<file path="config.mk">
export PLATFORM = sky130hd
export DESIGN_NAME = flash_rd_rsp
export DESIGN_NICKNAME = d
export VERILOG_FILES = /design/src/flash_rd_pkg.sv /design/src/flash_rd_rsp.sv
export VERILOG_INCLUDE_DIRS = /design/src
export SDC_FILE = /design/constraint.sdc
export NUM_CORES = 1
export LEC_CHECK = 0
export BUFFER_PORTS_ARGS = -buffer_cell sky130_fd_sc_hd__buf_2
export CAP_MARGIN = 20
export CORE_AREA = 2 2 116 118
export DETAILED_ROUTE_END_ITERATION = 7
export DIE_AREA = 0 0 118 120
export SLEW_MARGIN = 15
export SYNTH_ARGS = -nofsm -noshare
export SYNTH_HDL_FRONTEND = slang
export SYNTH_SLANG_ARGS = --single-unit
</file>
<file path="constraint.sdc">
create_clock -name vclk -period 3.7
set_clock_uncertainty 0.05 [all_clocks]
set_input_delay 0.185 -clock vclk [all_inputs]
set_output_delay 0.185 -clock vclk [all_outputs]
set_load 0.01 [all_outputs]
</file>
<file path="src/flash_rd_defs.svh">
`ifndef FLASH_RD_DEFS_SVH
`define FLASH_RD_DEFS_SVH

// number of fully associative read buffers
`define FLASH_RD_NUM_BUF 4

// flash word address, the upper part of which selects the page
`define FLASH_RD_ADDR_W 12
`define FLASH_RD_PAGE_W 6

// the bus word and the flash word have the same width
`define FLASH_RD_DATA_W 32

// number of responses that can be outstanding at once
`define FLASH_RD_RSP_DEPTH 4

`endif

</file>
<file path="src/flash_rd_pkg.sv">
`default_nettype none

`include "flash_rd_defs.svh"

package flash_rd_pkg;

  // life cycle of one read buffer
  typedef enum logic [1:0] {
    BUF_INVALID = 2'd0,
    BUF_WIP     = 2'd1,
    BUF_VALID   = 2'd2
  } buf_state_e;

  // operations that change flash contents behind the buffers
  typedef enum logic [1:0] {
    OP_PROG     = 2'd0,
    OP_PG_ERASE = 2'd1,
    OP_BK_ERASE = 2'd2
  } maint_op_e;

  // a single flash read can be in flight
  typedef enum logic {
    RD_IDLE = 1'b0,
    RD_BUSY = 1'b1
  } rd_state_e;

  typedef struct packed {
    logic [`FLASH_RD_ADDR_W-1:0] addr;
  } rd_req_t;

  typedef struct packed {
    buf_state_e                  state;
    logic                        err;
    logic [`FLASH_RD_ADDR_W-1:0] addr;
    logic [`FLASH_RD_DATA_W-1:0] data;
  } buf_entry_t;

  // buf_sel is the one-hot buffer that answers the request
  // flash marks a request that started its own flash read
  typedef struct packed {
    logic [`FLASH_RD_NUM_BUF-1:0] buf_sel;
    logic                         flash;
  } rsp_entry_t;

  // word as it comes out of the flash macro, with even parity
  typedef struct packed {
    logic [`FLASH_RD_DATA_W-1:0] data;
    logic                        parity;
  } flash_rsp_t;

  typedef struct packed {
    logic [`FLASH_RD_DATA_W-1:0] data;
    logic                        err;
  } rd_rsp_t;

endpackage

`default_nettype wire

</file>
<file path="src/flash_rd_rsp.sv">
`timescale 1ns/1ps
`default_nettype none

`include "flash_rd_defs.svh"

module flash_rd_rsp (
  input  logic                                             en_i,
  input  logic                                             flash_done_i,
  input  flash_rd_pkg::flash_rsp_t                         flash_data_i,
  input  flash_rd_pkg::rsp_entry_t                         head_i,
  input  logic                                             head_valid_i,
  input  flash_rd_pkg::buf_entry_t [`FLASH_RD_NUM_BUF-1:0] entries_i,
  input  flash_rd_pkg::rd_state_e                          rd_state_i,
  output flash_rd_pkg::rd_rsp_t                            fill_o,
  output logic                                             rsp_valid_o,
  output flash_rd_pkg::rd_rsp_t                            rsp_o,
  output logic                                             pop_o,
  output logic                                             idle_o
);

  import flash_rd_pkg::*;

  logic                         parity_ok;
  logic [`FLASH_RD_NUM_BUF-1:0] sel_wip;
  logic [`FLASH_RD_NUM_BUF-1:0] sel_valid;
  logic                         flash_hit;
  logic                         buf_hit;
  rd_rsp_t                      buf_rsp;

  // even parity over data and parity bit, a bad word reads as all ones
  assign parity_ok   = ~^{flash_data_i.data, flash_data_i.parity};
  assign fill_o.data = parity_ok ? flash_data_i.data : '1;
  assign fill_o.err  = ~parity_ok;

  always_comb begin
    buf_rsp = '0;
    for (int i = 0; i < `FLASH_RD_NUM_BUF; i++) begin
      sel_wip[i]   = head_i.buf_sel[i] & (entries_i[i].state == BUF_WIP);
      sel_valid[i] = head_i.buf_sel[i] & (entries_i[i].state == BUF_VALID);
      if (sel_valid[i]) begin
        buf_rsp.data = entries_i[i].data;
        buf_rsp.err  = entries_i[i].err;
      end
    end
  end

  // only one buffer is ever in progress, the one of the read in flight,
  // so a miss at the head whose buffer is still filling is this read
  assign flash_hit = head_valid_i & head_i.flash & (rd_state_i == RD_BUSY) &
                     flash_done_i & (~en_i | (|sel_wip));

  // a miss that lost the race to the head is answered here later
  assign buf_hit = en_i & head_valid_i & (|sel_valid);

  assign rsp_valid_o = flash_hit | buf_hit;
  assign rsp_o       = flash_hit ? fill_o : buf_rsp;
  assign pop_o       = rsp_valid_o;
  assign idle_o      = ~head_valid_i;

endmodule

`default_nettype wire

</file>
Yosys cells after proc, flatten, opt, wreduce, memory -nomap -nowiden --
Cells that the tools add are included.
Cells by class: equal/unequal tests 8, multiplexer cells 6, bitwise operators 19, reduce and logical (&&, ||, !) cells 3
Operators with widths (number):
- 33-bit 2-to-1 mux | 5
- 33-bit XNOR reduction | 1
- 32-bit 2-to-1 mux | 1
- 1-bit bitwise AND | 14
- 2-bit by 1-bit == test with 1-bit output (second input constant) | 4
- 2-bit == test (second input constant) | 4
- 4-bit OR reduction | 2
- 1-bit inverter | 3
- 1-bit OR | 2
Storage, ports and cells: flip-flop bits (word level) 0, input bits 230, logic and storage cells 36

Longest topological paths before layout --
word-level depth 7, depth in mapped cells 10

Worst setup path after synthesis --
OpenSTA, ideal clock, no wires.
path type input to output, start input flash_data_i[3] in the netlist's numbering, end output rsp_o[22] in the netlist's numbering, arrival time 1919 ps, setup slack 1546 ps, stages on the path 10, path through xor2_1 xnor2_1 xnor2_1 xnor2_1 xnor2_1 ha_1 clkbuf_1 or2_2 nor2_1 a21oi_1
RTL lines:
- start, declared | RTL line flash_rd_rsp.sv:9 | input flash_rd_pkg::flash_rsp_t flash_data_i,
- end, declared | RTL line flash_rd_rsp.sv:16 | output flash_rd_pkg::rd_rsp_t rsp_o,

==> impl_metrics.yaml <==
route:
  wl_per_cell_um: 16.0
  wirelength_um: 11000
  postRouteAntennaNets: 0
  drt-initial-drc-count: 85
  vias: 3128
  firstDrtPassIters: 4
  route.detailed.drc: 0
  route.detailed.vias_per_inst: 4.55
placement:
  gp_congestion: 0.759
  dp_hpwl_um: 8760
  place_inst: 687
  port_buffers: 251
synth:
  yosys_warnings: 0
  syn_nets: 514
  synth_cell_type_count: 27
  avgSynthCellArea_um2: 7.07
  synth_sequential_area_ratio: 0
  synth_top_cell_by_area: "a221oi_2"
  synthTopCellsByArea: "a221oi_2 23%, a2bb2oi_1 14%, xnor2_1 12%, or2_2 10%, a21oi_1 8.3%"
  netlist_area_um2: 2000
  yosysTopAreaCellShare: 0.225
  netlist_instances: 283
setup_path:
  critPathLaunchType: "primary input"
  crit_path_end_kind: "output port"
  crit_type: "in2out"
  worstPathMaxFanout: 26
  cp.arrival_ns: 2.67
  critPathRequiredTime_ns: 3.46
global_route:
  grt_max_degree: 37
  overflow: 0
  grt_pass1_vias: 3092
  grt_pass1_wl_um: 16000
  antenna_found_initial: 0
  grt_usage: 0.142
sta:
  finalCritPeriodShare: 0.784
  grt_setup_unrepaired: "no"
  fmax_mhz: 345
  worstMarginPinSlew_ns: 0.856
  whs_ns: 0.569
  finalSetupViolCount: 0
  maxSlewViolCount: 0
  relSlewSlack: 0.427
  hold_violations: 0
  layout_min_cycle_time_ns: 2.90
  tns_ns: 0
floorplan:
  die-area_um2: 14200
  pin_count: 299
  core_um2: 13000
  die_h_um: 120
  num_rows: 42
  start_util: 0.154
  die_w_um: 118
power_and_ir_drop:
  p_leak_nw: 1.64
  total_power_w: 0.00155
  power_density_nw_per_um2: 453
  ir_worst_vdd_mv: 0.381
hold_path:
  hold_depth: 3
  hp-class: "in2out"
  min_to: "idle_o"
  hold_path_startpoint: "head_valid_i"
clock_network:
  ctsHoldBuffers: 0
  cts_setup_buffers: 0
  post_cts_resized: 0
finish:
  fin_util: 0.263
  fin_cells: 687
  area.growth.synth_to_final_pct: 70.6
  multi_input_area_um2: 1850
  seq_cells: 0
  seqCellArea_um2: 0
  antenna_cells: 0
  n_fill_cell: 1483
  nNetsFinal: 744
  clock_buffers: 0
  drive_gt1_frac: 0.638
run_status:
  status: "completed"
job:
  drv_cap: 0
==> worst max path at each step <==
stage	startpoint	end	slack, ns	cells after the start
final	flash_data_i[6]	rsp_o[31]	0.80	12
after floorplan	flash_data_i[3]	rsp_o[22]	1.55	10
after CTS	flash_data_i[6]	rsp_o[31]	0.69	12
after global routing	flash_data_i[3]	rsp_o[25]	0.46	12
after detailed placement	flash_data_i[6]	rsp_o[31]	0.70	12
after global placement	flash_data_i[6]	rsp_o[31]	0.68	12
==> final cells by class <==
cell class,instances,area share
Multi-Input combinational cell,249,0.543
Inverter,3,0.00330
Timing Repair Buffer,259,0.389
Tap cell,176,0.0645
==> Yosys cell counts (all sizes together) <==
| cell | number |
|---|---|
| nor2 | 37 |
| o21ai | 34 |
| a21oi | 33 |
| or2 | 33 |
| a221oi | 32 |
| a2bb2oi | 32 |
| xnor2 | 27 |
| clkbuf | 17 |
| buf | 14 |
| nand2 | 5 |
| xor2 | 4 |
| inv | 3 |
| nand3b | 3 |
| and3b | 2 |
| a222oi | 1 |
| a22o | 1 |
| and4 | 1 |
| ha | 1 |
| nor2b | 1 |
| nor4 | 1 |
| o211ai | 1 |
==> cells by family (layout without fill, tap and decap cells) <==
family	count (synthesis)	in the layout	share of synthesized area
and+or+nand+nor	83	83	0.215
AOI/OAI and AO/OA	134	134	0.554
xor gates and xnor gates	31	31	0.136
adders and majority gates	1	1	0.00625
buffers and inverters	34	262	0.0887
==> stage by stage <==
stage | setup WS [ns] | instance area (um2)
6_report | 0.799 | 3410
4_1_cts | 0.694 | 3410
3_3_place_gp | 0.685 | 3410
5_1_grt | 0.457 | 3410
3_5_place_dp | 0.698 | 3410
2_1_floorplan | 1.55 | 2000
==> metal layers <==
layer / wire length [um] / GRT usage
met1: 4250 / 0.157
met2: 5630 / 0.282
met3: 837 / 0.0181
met4: 282 / 0.0377
met5: 0 / 0
==> report_power, final <==
group          switching [W]  internal (W)  leakage (nW)
clock                      0             0             0
sequential                 0             0             0
combinational       0.000864      0.000683          1.64
==> critical path: stages <==
cell     delay [ns]
buf_2          0.11
xnor2_1        0.22
xnor2_1        0.16
xnor2_1        0.10
xnor2_1        0.28
xnor2_1        0.10
ha_1           0.56
buf_4          0.29
or2_2          0.31
nor2_1         0.11
a21oi_1        0.05
buf_2          0.18
==> layout by cell type, fill, tap and decap left out, drive strengths merged, types with 2 or more instances in the layout <==
cell and instances:
xor2 4, a2bb2oi 32, a221oi 32, or2 33, o21ai 34, a21oi 33, nor2 37, xnor2 27
nand2 5, and3b 2, nand3b 3, inv 3, buf 259
Power figures use the tool's default switching activity.
