### src/flash_rd_defs.svh
`ifndef FLASH_RD_DEFS_SVH
`define FLASH_RD_DEFS_SVH

// number of fully associative read buffers
`define FLASH_RD_NUM_BUF 4

// flash word address, the upper part of which selects the page
`define FLASH_RD_ADDR_W 12
`define FLASH_RD_PAGE_W 6

// the bus word and the flash word have the same width
`define FLASH_RD_DATA_W 32

// number of responses that can be outstanding at once
`define FLASH_RD_RSP_DEPTH 4

`endif

### src/flash_rd_pkg.sv
`default_nettype none

`include "flash_rd_defs.svh"

package flash_rd_pkg;

  // life cycle of one read buffer
  typedef enum logic [1:0] {
    BUF_INVALID = 2'd0,
    BUF_WIP     = 2'd1,
    BUF_VALID   = 2'd2
  } buf_state_e;

  // operations that change flash contents behind the buffers
  typedef enum logic [1:0] {
    OP_PROG     = 2'd0,
    OP_PG_ERASE = 2'd1,
    OP_BK_ERASE = 2'd2
  } maint_op_e;

  // a single flash read can be in flight
  typedef enum logic {
    RD_IDLE = 1'b0,
    RD_BUSY = 1'b1
  } rd_state_e;

  typedef struct packed {
    logic [`FLASH_RD_ADDR_W-1:0] addr;
  } rd_req_t;

  typedef struct packed {
    buf_state_e                  state;
    logic                        err;
    logic [`FLASH_RD_ADDR_W-1:0] addr;
    logic [`FLASH_RD_DATA_W-1:0] data;
  } buf_entry_t;

  // buf_sel is the one-hot buffer that answers the request
  // flash marks a request that started its own flash read
  typedef struct packed {
    logic [`FLASH_RD_NUM_BUF-1:0] buf_sel;
    logic                         flash;
  } rsp_entry_t;

  // word as it comes out of the flash macro, with even parity
  typedef struct packed {
    logic [`FLASH_RD_DATA_W-1:0] data;
    logic                        parity;
  } flash_rsp_t;

  typedef struct packed {
    logic [`FLASH_RD_DATA_W-1:0] data;
    logic                        err;
  } rd_rsp_t;

endpackage

`default_nettype wire

### src/flash_rd_rsp_fifo.sv
`timescale 1ns/1ps
`default_nettype none

`include "flash_rd_defs.svh"

module flash_rd_rsp_fifo (
  input  logic                         clk_i,
  input  logic                         rst_ni,
  input  logic                         push_i,
  input  flash_rd_pkg::rsp_entry_t     push_data_i,
  input  logic                         pop_i,
  output flash_rd_pkg::rsp_entry_t     head_o,
  output logic                         head_valid_o,
  output logic                         full_o,
  output logic [`FLASH_RD_NUM_BUF-1:0] dep_o,
  output logic                         all_dep_o
);

  import flash_rd_pkg::*;

  localparam int Depth  = `FLASH_RD_RSP_DEPTH;
  localparam int PtrW   = $clog2(Depth);
  localparam int CntW   = $clog2(Depth + 1);
  localparam int NumBuf = `FLASH_RD_NUM_BUF;

  rsp_entry_t      mem [Depth];
  logic [PtrW-1:0] wr_ptr_q;
  logic [PtrW-1:0] rd_ptr_q;
  logic [CntW-1:0] count_q;
  logic [CntW-1:0] dep_cnt_q [NumBuf];
  logic            do_push;
  logic            do_pop;

  assign head_valid_o = count_q != '0;
  assign full_o       = count_q == CntW'(Depth);
  assign head_o       = mem[rd_ptr_q];

  assign do_push = push_i & ~full_o;
  assign do_pop  = pop_i & head_valid_o;

  always_ff @(posedge clk_i) begin
    if (do_push) begin
      mem[wr_ptr_q] <= push_data_i;
    end
  end

  always_ff @(posedge clk_i or negedge rst_ni) begin
    if (!rst_ni) begin
      wr_ptr_q <= '0;
      rd_ptr_q <= '0;
      count_q  <= '0;
    end else begin
      if (do_push) begin
        wr_ptr_q <= (wr_ptr_q == PtrW'(Depth - 1)) ? '0 : wr_ptr_q + 1'b1;
      end
      if (do_pop) begin
        rd_ptr_q <= (rd_ptr_q == PtrW'(Depth - 1)) ? '0 : rd_ptr_q + 1'b1;
      end
      count_q <= count_q + CntW'(do_push) - CntW'(do_pop);
    end
  end

  // each buffer counts the queued responses that will read from it
  // and a buffer with a non-zero count must not be replaced
  always_ff @(posedge clk_i or negedge rst_ni) begin
    if (!rst_ni) begin
      for (int i = 0; i < NumBuf; i++) begin
        dep_cnt_q[i] <= '0;
      end
    end else begin
      for (int i = 0; i < NumBuf; i++) begin
        dep_cnt_q[i] <= dep_cnt_q[i] + CntW'(do_push & push_data_i.buf_sel[i]) -
                        CntW'(do_pop & head_o.buf_sel[i]);
      end
    end
  end

  always_comb begin
    for (int i = 0; i < NumBuf; i++) begin
      dep_o[i] = dep_cnt_q[i] != '0;
    end
  end

  assign all_dep_o = &dep_o;

endmodule

`default_nettype wire

### config.mk
export PLATFORM = sky130hd
export DESIGN_NAME = flash_rd_rsp_fifo
export DESIGN_NICKNAME = d
export VERILOG_FILES = /design/src/flash_rd_pkg.sv /design/src/flash_rd_rsp_fifo.sv
export VERILOG_INCLUDE_DIRS = /design/src
export SDC_FILE = /design/constraint.sdc
export NUM_CORES = 1
export LEC_CHECK = 0
export BUFFER_PORTS_ARGS = -buffer_cell sky130_fd_sc_hd__buf_4
export CAP_MARGIN = 25
export CORE_MARGIN = 5
export CORE_UTILIZATION = 30
export DETAILED_ROUTE_END_ITERATION = 8
export PLACE_DENSITY = 0.54
export SLEW_MARGIN = 20
export SYNTH_ARGS = -nofsm -noshare
export SYNTH_HDL_FRONTEND = slang
export SYNTH_SLANG_ARGS = --single-unit
### constraint.sdc
create_clock -name clk_i -period 2.2 [get_ports clk_i]
set_input_delay 0.22 -clock clk_i [delete_from_list [all_inputs] [get_ports clk_i]]
set_output_delay 0.22 -clock clk_i [all_outputs]
set_load 0.05 [all_outputs]
== After elaboration in Yosys (flattened, before gate mapping) ==
Memory sizes are Yosys's and may differ from the RTL's.
Cells that the tools add are included.
Cells by class
  add/sub/neg operators: 12
  mux-type cells: 4
  bitwise gates (word level): 11
  reduce and logical (&&, ||, !) cells: 6
  equality and inequality tests: 3
Operators with widths (count)
  $add A3 B1 Y3: 5
  $reduce_bool A3 Y1: 5
  $sub A3 B1 Y3: 5
  $and A1 B1 Y1: 10
  $add A2 B1 Y2 const B: 2
  $eq A2 B2 Y1 const B: 2
  $mux W2: 2
  $reduce_and A4 Y1: 1
  $eq A3 B3 Y1 const B: 1
  $mux W1: 2
  $not A1 Y1: 1
Storage, ports and cells
  memory bits (writable): 20
  logic and storage cells: 44
  output and inout bits: 12
  memories kept: 1
  flip-flop bits (word level): 19
  input bits: 9
Memories
  mem: words 4, bits a word 5, read ports 1, clocked after memory_dff 0, wr ports 1, line flash_rd_rsp_fifo.sv:26  | rsp_entry_t mem [Depth];

== Longest topological paths before layout ==
  depth in word-level cells: 6
  mapped depth: 11
  gate-level depth less buffers: 10

== Worst setup path before layout ==
Ideal clock, no wire load.
  kind: register -> register
  start point: register count_q[1]
  end point: register dep_cnt_q[5] in the netlist's numbering
  data required time: 2.076 ns
  buffers on the path: 1
  arrival: 2.586 ns
  cell stages (with the launch flop): 12
  clock period less this slack: 2.709 ns
  path slack: -0.509 ns
  library setup time: 0.124 ns
  path through: dfrtp_1 -> nor3b_2 -> nor2b_1 -> buf_2 -> nand2_1 -> ha_1 -> inv_1 -> ha_1 -> inv_1 -> fa_1 -> xnor2_1 -> xnor2_1
On the way
  cells in the longest elaborated chain, start to end: 6
  elaborated cells on any way between the ends: 9
  those cells by class: 2 x add/sub; 1 x eq/ne; 5 x bitwise; 1 x reduce/logical
RTL lines
  from (decl): line flash_rd_rsp_fifo.sv:29  | logic [CntW-1:0] count_q;
  from (signal assigned): line flash_rd_rsp_fifo.sv:59  | count_q <= count_q + CntW'(do_push) - CntW'(do_pop);
  $eq A3 B3 Y1: line flash_rd_rsp_fifo.sv:35  | assign full_o = count_q == CntW'(Depth);
  via full_o: line flash_rd_rsp_fifo.sv:14  | output logic full_o,
  $not A1 Y1: line flash_rd_rsp_fifo.sv:38  | assign do_push = push_i & ~full_o;
  $and A1 B1 Y1: line flash_rd_rsp_fifo.sv:38
  $and A1 B1 Y1: line flash_rd_rsp_fifo.sv:72  | dep_cnt_q[i] <= dep_cnt_q[i] + CntW'(do_push & push_data_i.buf_sel[i]) -
  $add A3 B1 Y3: line flash_rd_rsp_fifo.sv:72
  $sub A3 B1 Y3: line flash_rd_rsp_fifo.sv:72
  to (signal, indexed assignment): line flash_rd_rsp_fifo.sv:72
  to (decl): line flash_rd_rsp_fifo.sv:30  | logic [CntW-1:0] dep_cnt_q [NumBuf];
The timed path passes the listed nets, and every way through them passes these cells.
A chain may end at the register's enable or synchronous reset.

== Worst setup path after layout ==
  start point: register rd_ptr_q[0]
  end point: register dep_cnt_q[2] in the netlist's numbering
On the way
  cells in the longest elaborated chain, start to end: 3
RTL lines
  from (decl): line flash_rd_rsp_fifo.sv:28  | logic [PtrW-1:0] rd_ptr_q;
  from (signal assigned): line flash_rd_rsp_fifo.sv:57  | rd_ptr_q <= (rd_ptr_q == PtrW'(Depth - 1)) ? '0 : rd_ptr_q + 1'b1;
  $mem_v2 Z4 W5
  $and A1 B1 Y1: line flash_rd_rsp_fifo.sv:73  | CntW'(do_pop & head_o.buf_sel[i]);
  $sub A3 B1 Y3: line flash_rd_rsp_fifo.sv:72
No other way between the ends.

==> summary.txt <==
Run status
  • Outcome: finished with violations
  • Failing checks: setup timing

Setup path
  • Worst reg2reg startpoint: rd_ptr_q[0]
  • Crit-path leading delay family: adder cells
  • Most used cell, CP: ha_4
  • CP peak stage delay: 540 ps
  • CP bufs+invs: 1
  • Worst-path maximum fanout: 6
  • Critical Path AT: around 2500 ps
  • WS Path Type: register to register
  • Critical Path Start Type: register
  • CP max stage cell: mux4_2
  • R2R depth: 8
  • Required time of the critical path: around 2400 ps
  • Setup crit end kind: register
  • Cell Chain, Critical Path: mux4_2 -> and3_4 -> ha_4 -> inv_2 -> ha_4 -> fa_2 -> xor2_1 -> xnor2_1
  • Flop-to-flop setup slack: -130 ps
  • FF-to-FF End: dep_cnt_q[2]

Min path
  • Worst hold endpoint: mem[1][0]
  • Hold Startpoint: push_data_i[0]
  • Hold path depth: 1
  • Hold crit path type: primary input to register

Die
  • Die height: 88.5 µm
  • Rows: 28
  • # IOs: 21
  • Initial Util: between 30% and 40%
  • Width of the die: slightly below 90 µm
  • Core Area: between 0.005 and 0.006 mm²
  • Die Footprint: a little under 0.008 mm²

Placed design
  • Routability Congestion: 0.679
  • Port Buffers: 20
  • Worst slack, placed: -321 ps
  • DP HPWL: about 2500 µm

Timing
  • Slew @ Worst Pin: 297 ps
  • Post-route minimum period: 2330 ps
  • Setup violations, final: 7
  • Setup_tns: -551 ps
  • Max-slew violations: 0
  • Max Clock Freq: 429 MHz
  • Relative slew slack: around 80%
  • Clk_skew: 5.05 ps
  • Tcrit/Tclk final: 106%
  • Hold Fails Final Rpt: 0
  • RSZ-0062 raised after global routing: true
  • Setup ws final: -129 ps

GRT
  • Gr usage total: slightly above 10%
  • First-pass GRT wire length: 5830 µm
  • Maximum number of pins on one net before global-route repair: 20
  • Initial antenna violation count: 0
  • Remaining global-route overflow: 0
  • Number of global-route vias before repair: ~1300

Clocking
  • CTS H-Tree Depth: 2
  • Clock transition at path regs: 70 ps
  • CTS max path bufs: 2
  • Clk sinks: 39
  • CTS buffer count: 5
  • Clock Tree Root: clkbuf_8
  • TritonCTS clock tree: done
  • Worst skew pair latency: just under 300 ps

Drt
  • ANT nets after route: 0
  • 1st-iter DRT viols: 41
  • DR WL/cell: 13.9 µm
  • Via density: ~4.3
  • Post-Route WL: roughly 3400 µm
  • Drt drc: 0
  • Via count: 1053
  • DR pass1 iterations: 4

Logic synthesis
  • Top_reg_cell synth: edfxtp_1
  • Synth warn: 0
  • Post-synth EDFFs: 20
  • Post-Synthesis Cells: roughly 120
  • Synthesis-stage register bit count: 39
  • Unique masters post-synth: 23
  • Asr flop ratio synth: 48.7%
  • Register area share after synthesis: 58.3%
  • Mapped Nets: 152
  • Synthesized area per cell: 15.0 µm²
  • Post-Syn Area: 0.00185 mm²

Job
  • Max-Cap Viols: 0

Pwr
  • Maximum vdd drop: 0.935 mV
  • Power per cell area: roughly 1600 mW/mm²
  • Leakage Power: 1.02 nW

Finish
  • Synthesis-to-finish area growth: 35.8%
  • # diodes: 0
  • Commonest non-fill, non-tap cell in the layout: buf_4
  • Fin nets: between 150 and 200
  • Fraction of layout cells with a size suffix above 1: around 55%
  • Most frequent cells in the layout: buf_4, edfxtp_1, dfrtp_1, inv_2, ha_4
cells by family (layout without fill, tap and decap cells):
family / count (synthesis) / in the layout / share of synthesized area, %
flip-flops: 39 / 39 / 58.3
AND/OR/NAND/NOR: 23 / 23 / 7.45
buffers and inverters: 22 / 67 / 5.01
adder cells (fa/ha/maj): 20 / 20 / 15.6
XOR/XNOR: 10 / 10 / 4.74
multiplexers: 9 / 9 / 8.94
through the flow:
stage	hold WS, ps	instances	total power, mW	utilization [%]	cell area [µm²]
3_5_place_dp	124	228	3.53	39.7	2360
3_3_place_gp	113	228	3.40	39.7	2360
2_1_floorplan	-75.6	123	2.89	-	2040
4_1_cts	120	242	4.11	42.0	2500
5_1_grt	118	243	4.39	42.1	2510
6_report	134	243	4.06	42.1	2510
state kept, by name (all words and copies together) (netlist names):
| signal | cells |
|---|---|
| rd_ptr_q | 2 |
| count_q | 3 |
| dep_cnt_q | 12 |
| wr_ptr_q | 2 |
| mem | 20 |
metal layers:
metal / track usage [%] / wire length (µm) / vias up
li1: - / - / 501
met1: 11.6 / 1390 / 526
met2: 18.0 / 1790 / 18
met3: 2.98 / 154 / 8
met4: 3.71 / 61 / 0
met5: 0 / 0 / -
area by class of cell:
cell class | instances | area [µm²]
fill | 569 | 3450
sequential | 39 | 1080
multi-input combinational | 62 | 877
timing repair buffer | 40 | 303
tap | 75 | 93.8
inverter | 19 | 76.3
clock buffer | 6 | 72.6
clock inverter | 2 | 7.51
power by group:
group	total, mW	switching [mW]	internal [mW]
clock	0.453	0.236	0.216
combinational	2.32	1.17	1.15
sequential	1.28	0.221	1.06
total	4.06	1.63	2.43
synth_stat cells, types with 2 or more instances:
cell	count	share of area [%]
and2_1	4	1.4
nand2_1	4	0.81
or3_1	5	1.7
ha_1	15	10
and3_1	4	1.4
xnor2_1	9	4.3
fa_1	5	5.4
inv_1	19	3.9
buf_2	2	0.54
mux4_2	4	4.9
dfrtp_1	19	26
mux2_1	2	1.2
nor2_1	2	0.41
edfxtp_1	20	33
repair_timing:
item,CTS,global route
hold endpoints to repair,19,0
hold buffers,1,0
endpoints found under the setup margin,9,8
setup buffers,5,1
gates resized for setup,4,3
pin swaps,14,0
worst max path at each step:
stage | startpoint | to | cells after the start
global placement | rd_ptr_q[0] | dep_cnt_q[2] | 8
detailed placement | rd_ptr_q[0] | dep_cnt_q[2] | 8
finish | rd_ptr_q[0] | dep_cnt_q[2] | 8
floorplan | rd_ptr_q[0] | dep_cnt_q[2] | 9
CTS | rd_ptr_q[0] | dep_cnt_q[2] | 8
global route | rd_ptr_q[0] | dep_cnt_q[2] | 8
No activity file was read; power rests on OpenSTA's default activity.
