`config.mk`:
```
export PLATFORM = sky130hd
export DESIGN_NAME = flash_rd_ctrl
export DESIGN_NICKNAME = d
export VERILOG_FILES = /design/src/flash_rd_pkg.sv /design/src/flash_rd_ctrl.sv
export VERILOG_INCLUDE_DIRS = /design/src
export SDC_FILE = /design/constraint.sdc
export NUM_CORES = 1
export LEC_CHECK = 0
export BUFFER_PORTS_ARGS = -buffer_cell sky130_fd_sc_hd__buf_2
export CAP_MARGIN = 0
export CORE_AREA = 2 2 39 41
export DETAILED_ROUTE_END_ITERATION = 8
export DIE_AREA = 0 0 41 43
export SYNTH_ARGS = -nofsm -noshare
export SYNTH_HDL_FRONTEND = slang
export SYNTH_SLANG_ARGS = --single-unit
```
`constraint.sdc`:
```
create_clock -name clk_i -period 5.6 [get_ports clk_i]
set_input_delay 0.84 -clock clk_i [delete_from_list [all_inputs] [get_ports clk_i]]
set_output_delay 0.84 -clock clk_i [all_outputs]
set_load 0.02 [all_outputs]
```
`src/flash_rd_defs.svh`:
```
`ifndef FLASH_RD_DEFS_SVH
`define FLASH_RD_DEFS_SVH

// number of fully associative read buffers
`define FLASH_RD_NUM_BUF 4

// flash word address, the upper part of which selects the page
`define FLASH_RD_ADDR_W 12
`define FLASH_RD_PAGE_W 6

// the bus word and the flash word have the same width
`define FLASH_RD_DATA_W 32

// number of responses that can be outstanding at once
`define FLASH_RD_RSP_DEPTH 4

`endif

```
`src/flash_rd_pkg.sv`:
```
`default_nettype none

`include "flash_rd_defs.svh"

package flash_rd_pkg;

  // life cycle of one read buffer
  typedef enum logic [1:0] {
    BUF_INVALID = 2'd0,
    BUF_WIP     = 2'd1,
    BUF_VALID   = 2'd2
  } buf_state_e;

  // operations that change flash contents behind the buffers
  typedef enum logic [1:0] {
    OP_PROG     = 2'd0,
    OP_PG_ERASE = 2'd1,
    OP_BK_ERASE = 2'd2
  } maint_op_e;

  // a single flash read can be in flight
  typedef enum logic {
    RD_IDLE = 1'b0,
    RD_BUSY = 1'b1
  } rd_state_e;

  typedef struct packed {
    logic [`FLASH_RD_ADDR_W-1:0] addr;
  } rd_req_t;

  typedef struct packed {
    buf_state_e                  state;
    logic                        err;
    logic [`FLASH_RD_ADDR_W-1:0] addr;
    logic [`FLASH_RD_DATA_W-1:0] data;
  } buf_entry_t;

  // buf_sel is the one-hot buffer that answers the request
  // flash marks a request that started its own flash read
  typedef struct packed {
    logic [`FLASH_RD_NUM_BUF-1:0] buf_sel;
    logic                         flash;
  } rsp_entry_t;

  // word as it comes out of the flash macro, with even parity
  typedef struct packed {
    logic [`FLASH_RD_DATA_W-1:0] data;
    logic                        parity;
  } flash_rsp_t;

  typedef struct packed {
    logic [`FLASH_RD_DATA_W-1:0] data;
    logic                        err;
  } rd_rsp_t;

endpackage

`default_nettype wire

```
`src/flash_rd_ctrl.sv`:
```
`timescale 1ns/1ps
`default_nettype none

`include "flash_rd_defs.svh"

module flash_rd_ctrl (
  input  logic                          clk_i,
  input  logic                          rst_ni,
  input  logic                          buf_en_i,
  input  logic                          req_i,
  input  logic                          flash_ack_i,
  input  logic                          flash_done_i,
  input  logic [`FLASH_RD_NUM_BUF-1:0]  hit_i,
  input  logic [`FLASH_RD_NUM_BUF-1:0]  repl_i,
  input  logic                          all_dep_i,
  input  logic                          fifo_full_i,
  input  logic                          idle_i,
  output logic                          rdy_o,
  output logic                          flash_req_o,
  output logic [`FLASH_RD_NUM_BUF-1:0]  alloc_o,
  output logic [`FLASH_RD_NUM_BUF-1:0]  update_o,
  output logic                          push_o,
  output flash_rd_pkg::rsp_entry_t      push_data_o,
  output logic                          buf_en_o,
  output flash_rd_pkg::rd_state_e       rd_state_o
);

  import flash_rd_pkg::*;

  logic                         buf_en_q;
  logic                         hit;
  logic                         stage_ok;
  logic                         flash_rdy;
  logic                         rd_start;
  logic                         rd_done;
  rd_state_e                    rd_state_q;
  logic [`FLASH_RD_NUM_BUF-1:0] alloc_q;

  //////////////////////////////////////////////////
  // buffer enable
  //////////////////////////////////////////////////

  // the enable may only move while nothing is in flight, otherwise a
  // pending response could look for a buffer that is no longer there
  always_ff @(posedge clk_i or negedge rst_ni) begin
    if (!rst_ni) begin
      buf_en_q <= 1'b0;
    end else if (idle_i) begin
      buf_en_q <= buf_en_i;
    end
  end

  assign buf_en_o = buf_en_q;

  //////////////////////////////////////////////////
  // acceptance and flash handshake
  //////////////////////////////////////////////////

  // hit_i is already qualified with req_i and the enable
  assign hit = |hit_i;

  // the order FIFO needs room, a buffer must be free to allocate,
  // and a pending enable change holds everything back until it lands
  assign stage_ok = ~fifo_full_i & ~all_dep_i & (buf_en_q == buf_en_i);

  // done frees the flash stage in the same cycle, so back to back reads work
  assign rd_done   = (rd_state_q == RD_BUSY) & flash_done_i;
  assign flash_rdy = (rd_state_q == RD_IDLE) | rd_done;

  assign flash_req_o = req_i & ~hit & flash_rdy & stage_ok;
  assign rd_start    = flash_req_o & flash_ack_i;

  // a miss is accepted exactly when the flash takes the read
  assign rdy_o = hit ? stage_ok : rd_start;

  // with buffers off nothing is allocated and the word goes straight out
  assign alloc_o = (rd_start && buf_en_q) ? repl_i : '0;

  assign push_o              = req_i & rdy_o;
  assign push_data_o.buf_sel = hit ? hit_i : alloc_o;
  assign push_data_o.flash   = ~hit;

  // keep the allocated buffer so the returning word lands in it
  always_ff @(posedge clk_i or negedge rst_ni) begin
    if (!rst_ni) begin
      rd_state_q <= RD_IDLE;
      alloc_q    <= '0;
    end else if (rd_start) begin
      rd_state_q <= RD_BUSY;
      alloc_q    <= alloc_o;
    end else if (rd_done) begin
      rd_state_q <= RD_IDLE;
    end
  end

  assign update_o   = rd_done ? alloc_q : '0;
  assign rd_state_o = rd_state_q;

endmodule

`default_nettype wire

```
# ---- Word level (Yosys, flattened, before mapping)
# Index checks and enable logic that the tools add are counted.
dict set report word_totals {
  reg_bits 6
  in_bits 17
  out_inout_bits 18
  wordCells 26
}
dict set report op_classes {
  eq_ne 1
  muxes 6
  n_bitwise 13
  n_reduce_logical 3
}
# cell count
set ops {}
lappend ops {{two-way mux 4 bit} 3}
lappend ops {{AND 1 bit} 8}
lappend ops {{NOT 1 bit} 4}
lappend ops {{OR reduction 4 bit} 1}
lappend ops {{two-way mux 1 bit} 3}
lappend ops {{nonzero test 2 bit} 1}
lappend ops {{equality test 1 bit} 1}
lappend ops {{logical AND 1 bit} 1}
lappend ops {{bitwise OR 1 bit} 1}

# ---- Depth between registers and ports, before layout
# Gate-level depths: netlist of the first run.
dict set report logic_depth {
  word_depth 9
  mapped_depth 4
  depth_no_buf 4
}

# ---- Worst setup path before layout of the first run
# No wires, ideal clock.
dict set report synth_timing {
  path_type {in2out}
  startpoint {in hit_i[0]}
  endpoint {out push_data_o[1] in the netlist's numbering}
  arrival_ns 2.522
  t_required_ns 4.760
  setup_slack_ns 2.238
  path_stages 4
  path_buffers 0
  cell_sequence {or4_4 -> or4_4 -> nor3_2 -> or2_1}
}
# element line_no
set synth_lines {}
lappend synth_lines {{start: declaration} flash_rd_ctrl.sv:13} ;# input logic [`FLASH_RD_NUM_BUF-1:0] hit_i,
lappend synth_lines {{end: declaration} flash_rd_ctrl.sv:23} ;# output flash_rd_pkg::rsp_entry_t push_data_o,

==> results of run 1 <==
[kinds of logic (layout without fill, tap and decap cells)]
group,Yosys count,in the layout,share of synthesized area (%)
flops,6,6,39.73
xor+xnor,1,1,2.318
compound gates,5,5,9.271
simple gates,26,26,44.70
mux,1,1,2.980
buf+inv,1,38,0.9924
[cells in the final DEF (no fill, tap or decap), drive strengths merged]
cell type	n
buf	34
nand2	6
dfrtp	6
and3	4
nor3	4
or2	4
a21o	4
clkbuf	3
or4	2
or3	2
xor2	1
nand2b	1
nor2	1
nand3	1
inv	1
a21oi	1
and2	1
mux2	1
[metal layers]
| layer | routed length (um) | share of wire [%] | vias up | global-route usage (%) |
|---|---|---|---|---|
| li1 | - | - | 219 | - |
| met1 | 426 | 39 | 199 | 16.67 |
| met2 | 541 | 50 | 18 | 22.81 |
| met3 | 93 | 8.5 | 5 | 6.806 |
| met4 | 27 | 2.5 | 0 | 10.00 |
| met5 | 0 | 0 | - | 0 |
[stage by stage]
stage | instances | utilization [%] | instance area (sq um) | worst slack, ns
global route | 93 | 42.68 | 590.6 | 2.178
global placement | 90 | 41.05 | 568.0 | 2.243
detailed placement | 90 | 41.05 | 568.0 | 2.237
CTS | 93 | 42.68 | 590.6 | 2.238
floorplan | 40 | - | 377.9 | 2.238
finish | 93 | 42.68 | 590.6 | 2.237
[how the worst min path moves through the flow]
| stage | from | slack, ns | to | cells after the start |
|---|---|---|---|---|
| global placement | alloc_q[2] | 0.46 | alloc_q[2] | 1 |
| detailed placement | alloc_q[3] | 0.46 | alloc_q[3] | 1 |
| finish | rst_ni | 0.40 | alloc_q[2] | 1 |
| global route | rst_ni | 0.41 | rd_state_o | 1 |
| CTS | rst_ni | 0.40 | alloc_q[2] | 1 |
| floorplan | alloc_q[0] | 0.44 | alloc_q[0] | 1 |
[worst max-delay path, stage by stage]
cell and delay, ns:
sky130_fd_sc_hd__buf_2 0.10, sky130_fd_sc_hd__or4_4 0.53, sky130_fd_sc_hd__or4_4 0.48, sky130_fd_sc_hd__nor3_2 0.28, sky130_fd_sc_hd__or2_1 0.13, sky130_fd_sc_hd__buf_2 0.15
[cell type report]
cell class,count,area (sq um),share of cell area [%]
clock buffers,3,22.52,3.814
inverters,1,3.754,0.6356
multi-input cells,33,224.0,37.92
flip-flops and latches,6,150.1,25.42
well taps,16,20.02,3.390
repair buffers,34,170.2,28.81
[registers in the layout (all words and copies together), names as in the netlist]
signal	count
alloc_q	4
rd_state_o	1
buf_en_o	1
[power groups by stage]
stage / clock (uW) / sequential [uW] / combinational, uW
finish: 41.4 / 47.0 / 22.5
global route: 43.8 / 47.4 / 25.1
CTS: 42.5 / 46.9 / 22.8
detailed placement: 0 / 47.6 / 22.6
global placement: 0 / 47.5 / 22.5
floorplan: 0 / 48.2 / 10.5
==> impl_summary.txt, run 1 <==
----------------------------------------------------
[Outcome]
  Run status ... finished, final reports clean

[Synth]
  Sequential element share of the synthesized area ... about two fifths
  Number of synthesized flops with an enable pin ... 0
  Synth Area per Inst ... between 9 and 10 sq um
  Yosys synthesis warning count ... 0
  Share of flip-flops with an asynchronous set or reset after synthesis ... between 90% and 100%
  Syn_nets ... 57
  Netlist area before placement ... ~380 sq um
  Dominant register cell in the synthesized netlist ... sky130_fd_sc_hd__dfrtp_1
  Top cells by instance count after synthesis ... sky130_fd_sc_hd__dfrtp_1 (6), sky130_fd_sc_hd__nand2_1 (6)
  Cell type with the largest total area after synthesis ... sky130_fd_sc_hd__dfrtp_1
  Flip-flop and latch count after synthesis ... 6
  Area fraction of the dominant cell type after synthesis ... roughly two fifths
  Leading cell types by total area after synthesis ... sky130_fd_sc_hd__dfrtp_1 (40%), sky130_fd_sc_hd__nor3_2 (11%), sky130_fd_sc_hd__a21o_1 (7.9%)
  Number of different library cells in the post-synthesis netlist ... 16
  Post-synthesis cell count ... 40

[Power]
  Static power due to leakage ... just under 0.0004 uW
  Worst VDD drop ... 97.20 uV
  Power share of the sequential group ... 42.4%
  Total chip power ... roughly 110 uW
  Proportion of power drawn by the clock network ... approximately 37%
  Part of the power in combinational logic ... 20.3%
  Switching share of total power ... between 20% and 30%
  Pwr/cell area ... 187.7 mW/mm^2
  Cell internal pwr ... 79.49 uW
  Sw power ... roughly 31 uW

[Die]
  Effective utilization at floorplan ... between 20% and 30%
  Die extent in y ... 43 um
  Ports placed on the boundary ... 35
  Floorplan Core Area ... ~0.0014 sq mm
  Number of standard-cell rows in the floorplan ... 14
  Area of the die ... 0.001763 sq mm
  Die outline width ... ~41 um

[GRT]
  Maximum number of pins on one net before global-route repair ... 8
  Number of global-route vias before repair ... 433
  Total global routing overflow ... 0
  Overall Global Routing Usage ... between 10% and 20%
  Wire length of the first global-routing pass ... 1745 um
  Initial antenna violation count ... 0

[Setup path]
  Top fanout value on the critical path ... 5
  Worst endpoint data arrival time ... roughly 2.5 ns
  Register-to-Register Setup Slack ... 3.86 ns
  Crit path kind ... in -> out
  Crit Reg-Reg Endpoint ... alloc_q[3]
  Worst Setup EP ... push_data_o[4]
  Critical path capture point type ... output pin
  Beginning of the worst register-to-register path ... buf_en_o
  Worst EP required ... 4.76 ns
  Worst reg2reg path depth ... 4
  Launching element type of the critical path ... input pin
  Launching instance or port of the critical path ... hit_i[0]

[Clocking]
  CTS Hold Bufs ... 0
  TritonCTS clock tree ... yes
  Register clock-pin slew on the reported worst setup and hold paths ... 0.05 ns
  CTS buffer count ... 3
  Root buf cell ... sky130_fd_sc_hd__clkbuf_4
  H-tree levels ... 1
  Later-pin clock latency in the skew report ... ~0.25 ns
  # Post-CTS Setup Buffers ... 0
  Buffers from clock root to sink, at most ... 2
  Post-cts repair resize count ... 0
  Clock Sink Count ... 6

[Final layout]
  Count of nets after finishing ... 96
  Antenna diode instance count ... 0
  Number of filler cells placed in the layout ... 140
  P&R area growth vs syn ... 56.29%
  Fraction of layout cells with a size suffix above 1 ... a little under three fifths

[STA]
  Final Hold Viols ... 0
  Final worst path period need ... 3.363 ns
  Post-route clock period utilization ... 60.05%
  Headroom to the max-slew limit ... between 80% and 90%
  Fmax ... 297.4 MHz
  Setup violation total in the final timing report ... 0
  Final max-slew violation count ... 0
  Total negative slack ... 0 ns
  Worst Skew ... 0.007074 ns
  Unrepaired setup endpoints after global routing ... no
  Worst-Margin Slew ... between 0.2 and 0.3 ns
  Post-route worst hold slack ... between 0.4 and 0.5 ns

[Detailed routing]
  WL/cell ... between 10 and 15 um
  Number of detailed-route iterations in the first pass ... 4
  Routed WL ... between 1000 and 1500 um
  Antenna Violating Nets Remaining ... 0
  Via count ... between 400 and 500
  Post-route DRC violation count ... 0
  Violation count after the first detailed-routing iteration ... 3
  Detail-routed via count per cell ... 4.742

[Flow run]
  Max_cap viols ... 0

[Placed design]
  Half-perimeter wire length of the detailed placement result ... 894.5 um
  Count of port buffers added during placement ... 34
  Gp weighted congestion ... 0.7997

[Worst hold path]
  Worst hold path class ... in -> async

----------------------------------------------------
Power figures use the tool's default switching activity.
==> inputs of run 2 (changes only) <==
--- a/config.mk
+++ b/config.mk
@@ -6,11 +6,13 @@
 export SDC_FILE = /design/constraint.sdc
 export NUM_CORES = 1
 export LEC_CHECK = 0
+export ABC_AREA = 1
 export BUFFER_PORTS_ARGS = -buffer_cell sky130_fd_sc_hd__buf_2
 export CAP_MARGIN = 0
 export CORE_AREA = 2 2 39 41
 export DETAILED_ROUTE_END_ITERATION = 8
 export DIE_AREA = 0 0 41 43
+export PLACE_DENSITY = 0.69
 export SYNTH_ARGS = -nofsm -noshare
 export SYNTH_HDL_FRONTEND = slang
 export SYNTH_SLANG_ARGS = --single-unit
==> constraint.sdc (replaced) <==
create_clock -name clk_i -period 2.91 [get_ports clk_i]
set_input_delay 0.4365 -clock clk_i [delete_from_list [all_inputs] [get_ports clk_i]]
set_output_delay 0.4365 -clock clk_i [all_outputs]
set_load 0.02 [all_outputs]
==> run 2 against run 1 <==
  * Critical path depth rose by 1
  * Die area unchanged
  * Critical endpoint unchanged
  * Critical path type is now reg -> out
  * Combinational power up 88%
==> impl_summary.txt, run 2 <==
----------------------------------------------------
[Setup path]
  Buffering stage count on the worst path with inverters included ... 2 (unchanged)
  CP top delay family ... simple AND/OR/NAND/NOR gates
  Critical path cell sequence ... inv_1, nand2_1, nand3_2, nor2_4, nand4_1, nand2_1, buf_2
  Worst EP required ... 2.47 ns (-2.29 ns)
  Beginning of the worst register-to-register path ... buf_en_o
  Worst endpoint data arrival time ... 1.58 ns (-0.94 ns)
  Crit path kind ... reg -> out
  Register-to-Register Setup Slack ... 1.65 ns (-2.21 ns)
  Launching instance or port of the critical path ... buf_en_o
  Critical path capture point type ... output pin
  CP dominant cell by count ... sky130_fd_sc_hd__nand2_1
  Delay of the slowest cell on the worst path ... 0.47 ns (-0.06 ns)
  Launching element type of the critical path ... flip-flop
  Slowest stage cell, crit path ... sky130_fd_sc_hd__dfrtp_1
  Top fanout value on the critical path ... 7 (+2)

[Final layout]
  Count of nets after finishing ... 117 (+22%)
  P&R area growth vs syn ... 52.31%
  Most used cells in the layout excluding fill and tap cells ... sky130_fd_sc_hd__buf_2 (34), sky130_fd_sc_hd__nand2_1 (22), sky130_fd_sc_hd__inv_1 (16)
  Multi-input gate area ... 196.4 sq um (-12%)
  Fraction of layout cells with a size suffix above 1 ... 44.90% (-12 points)
  Number of filler cells placed in the layout ... 153 (+9.3%)
  Commonest non-fill, non-tap cell in the layout ... sky130_fd_sc_hd__buf_2
  Antenna diode instance count ... 0 (unchanged)
  Number of flip-flops under the largest register name ... 4 (unchanged)
  Register area ... 150.1 sq um (unchanged)
  Layout Utilization ... 44.76% (+2.1 points)
  Largest register by flop count ... alloc_q

[Placed design]
  Count of port buffers added during placement ... 34 (unchanged)
  Half-perimeter wire length of the detailed placement result ... 922.6 um (+3.1%)
  Worst Setup Slack post-DPL ... 0.9929 ns (-1.244 ns)
  Gp weighted congestion ... 0.7071 (-12%)

[Die]
  Area of the die ... 0.001763 sq mm (unchanged)
  Floorplan Core Area ... 0.001384 sq mm (unchanged)
  Ports placed on the boundary ... 35 (unchanged)
  Number of standard-cell rows in the floorplan ... 14 (unchanged)
  Die outline width ... 41 um (unchanged)
  Effective utilization at floorplan ... 29.39% (+2.1 points)
  Die extent in y ... 43 um (unchanged)

[STA]
  Final WS setup ... 0.8932 ns (-1.344 ns)
  Fmax ... 495.8 MHz
  Post-route worst hold slack ... 0.009673 ns (-0.3913 ns)
  Worst-Margin Slew ... 0.2399 ns (-0.05841 ns)
  Unrepaired setup endpoints after global routing ... no
  Setup violation total in the final timing report ... 0 (unchanged)
  Total negative slack ... 0 ns (unchanged)
  Final max-slew violation count ... 0 (unchanged)
  Headroom to the max-slew limit ... 84.01% (+3.9 points)
  Post-route clock period utilization ... around 69%
  Final worst path period need ... just over 2 ns
  Worst Skew ... 0.0008153 ns (-0.006259 ns)
  Final Hold Viols ... 0 (unchanged)

[Clocking]
  TritonCTS clock tree ... yes
  Root buf cell ... sky130_fd_sc_hd__clkbuf_4
  H-tree levels ... 1 (unchanged)
  Register clock-pin slew on the reported worst setup and hold paths ... 0.05 ns (about the same)
  CTS buffer count ... 3 (unchanged)
  Post-cts repair resize count ... 0 (unchanged)
  Later-pin clock latency in the skew report ... 0.24 ns (about the same)
  # Post-CTS Setup Buffers ... 0 (unchanged)
  CTS Hold Bufs ... 0 (unchanged)
  Buffers from clock root to sink, at most ... 2 (unchanged)
  Clock Sink Count ... 6 (unchanged)

[Detailed routing]
  Via count ... 490 (+11%)
  Routed WL ... 1079 um (-0.92%)
  WL/cell ... 9.465 um (-19%)
  Number of detailed-route iterations in the first pass ... 3 (-1)
  Detail-routed via count per cell ... 4.298 (-9.4%)
  Antenna Violating Nets Remaining ... 0 (unchanged)
  Post-route DRC violation count ... 0 (unchanged)
  Violation count after the first detailed-routing iteration ... 4 (+1)

[GRT]
  Total global routing overflow ... 0 (unchanged)
  Initial antenna violation count ... 0 (unchanged)
  Number of global-route vias before repair ... 416 (-3.9%)
  Maximum number of pins on one net before global-route repair ... 8 (unchanged)
  Overall Global Routing Usage ... 13.71% (-1.6 points)
  Wire length of the first global-routing pass ... 1642 um (-5.9%)

[Power]
  Part of the power in combinational logic ... 20.3% (about the same)
  Pwr/cell area ... 337.8 mW/mm^2 (+80%)
  Proportion of power drawn by the clock network ... 36.7% (-0.6 points)
  Switching share of total power ... 28.11% (-0.18 points)
  Cell internal pwr ... 150.4 uW (+89%)
  Power share of the sequential group ... 43.0% (+0.6 points)
  Static power due to leakage ... 0.0004380 uW (+13%)
  Worst VDD drop ... 127.6 uV (+31%)
  Sw power ... 58.82 uW (+88%)

[Synth]
  Simple-Gate Fraction of Synth Area ... 43.69% (-1.0 points)
  Post-synthesis cell count ... 61 (+53%)
  XOR/XNOR share of the synthesized area ... 0% (-2.3 points)
  Compound-Gate Fraction of Synth Area ... 4.615% (-4.7 points)
  Synth Area in Adders ... 0% (unchanged)
  Cell type with the largest total area after synthesis ... sky130_fd_sc_hd__dfrtp_1
  Flip-flop and latch count after synthesis ... 6 (unchanged)
  Share of flip-flops with an asynchronous set or reset after synthesis ... 100.0% (unchanged)
  Top cells by instance count after synthesis ... sky130_fd_sc_hd__nand2_1 (22), sky130_fd_sc_hd__inv_1 (16), sky130_fd_sc_hd__dfrtp_1 (6)
  Netlist area before placement ... 406.6 sq um (+7.6%)
  Dominant register cell in the synthesized netlist ... sky130_fd_sc_hd__dfrtp_1
  Number of different library cells in the post-synthesis netlist ... 14 (-2)
  Area fraction of the dominant cell type after synthesis ... 36.92% (-2.8 points)
  Sequential element share of the synthesized area ... 36.92% (-2.8 points)
  Yosys synthesis warning count ... 0 (unchanged)
  Count leader, synth ... sky130_fd_sc_hd__nand2_1
  Largest family of logic cells by synthesized area ... simple AND/OR/NAND/NOR gates
  Post-synthesis mux area share ... 0% (-3.0 points)
  Synth Area per Inst ... 6.666 sq um (-29%)
  Number of synthesized flops with an enable pin ... 0 (unchanged)
  Leading cell types by total area after synthesis ... sky130_fd_sc_hd__dfrtp_1 (37%), sky130_fd_sc_hd__nand2_1 (20%), sky130_fd_sc_hd__inv_1 (15%)
  Syn_nets ... 78 (+37%)

[Worst hold path]
  Worst hold path class ... in -> async

[Outcome]
  Run status ... finished, final reports clean

[Flow run]
  Max_cap viols ... 0 (unchanged)

----------------------------------------------------
==> run 2: per-layer routing <==
layer	track usage (%)	vias to the layer above	part of all wire, %
li1	-	254	-
met1	16.29	209	40
met2	20.94	25	47
met3	3.665	2	11
met4	8.000	0	0.93
met5	0	-	0
==> run 2: kinds of logic (layout without fill, tap and decap cells) <==
logic type,Yosys count,in the layout
DFF,6,6
AOI/OAI and AO/OA,3,3
and+or+nand+nor,36,36
buffers and inverters,16,53
==> run 2: worst reg2reg max path, cell delays in order, from the launching register on <==
cell and delay [ns]:
sky130_fd_sc_hd__dfrtp_1 0.47, sky130_fd_sc_hd__inv_1 0.08, sky130_fd_sc_hd__nand2_1 0.07, sky130_fd_sc_hd__nand3_2 0.09, sky130_fd_sc_hd__nor2_4 0.20, sky130_fd_sc_hd__nand2_4 0.10, sky130_fd_sc_hd__nand2_1 0.08, sky130_fd_sc_hd__nand2_1 0.05
==> run 2: path summary, 6_finish.rpt <==
path                       depth (start not counted)             end
max                                                7  push_data_o[4]
max in group asynchronous                          1      alloc_q[0]
max reg2reg                                        7      alloc_q[1]
min in group clk_i                                 2        buf_en_o
min                                                1      alloc_q[3]
min reg2reg                                        2      alloc_q[0]
==> run 2: layout make-up <==
class / instances / share of cell area (%)
Multi-Input combinational cell: 39 / 31.72
Timing Repair Buffer: 34 / 27.47
Sequential cell: 6 / 24.24
Inverter: 16 / 9.697
Clock buffer: 3 / 3.636
Tap cell: 16 / 3.232
==> run 2: power by group through the flow <==
| stage | sequential [uW] | clock, uW | combinational [uW] |
|---|---|---|---|
| after floorplan | 92.2 | 0 | 19.7 |
| after global placement | 91.0 | 0 | 42.3 |
| after detailed placement | 91.2 | 0 | 42.9 |
| after CTS | 89.9 | 79.8 | 43.1 |
| after global routing | 90.4 | 80.8 | 47.9 |
| final | 90.0 | 76.8 | 42.4 |
==> run 2: metrics by stage <==
step	area [sq um]	instances	total power, uW
after floorplan	406.6	61	111.8
after global placement	596.8	111	133.3
after detailed placement	596.8	111	134.1
after CTS	619.3	114	212.8
after global routing	619.3	114	219.1
final	619.3	114	209.2
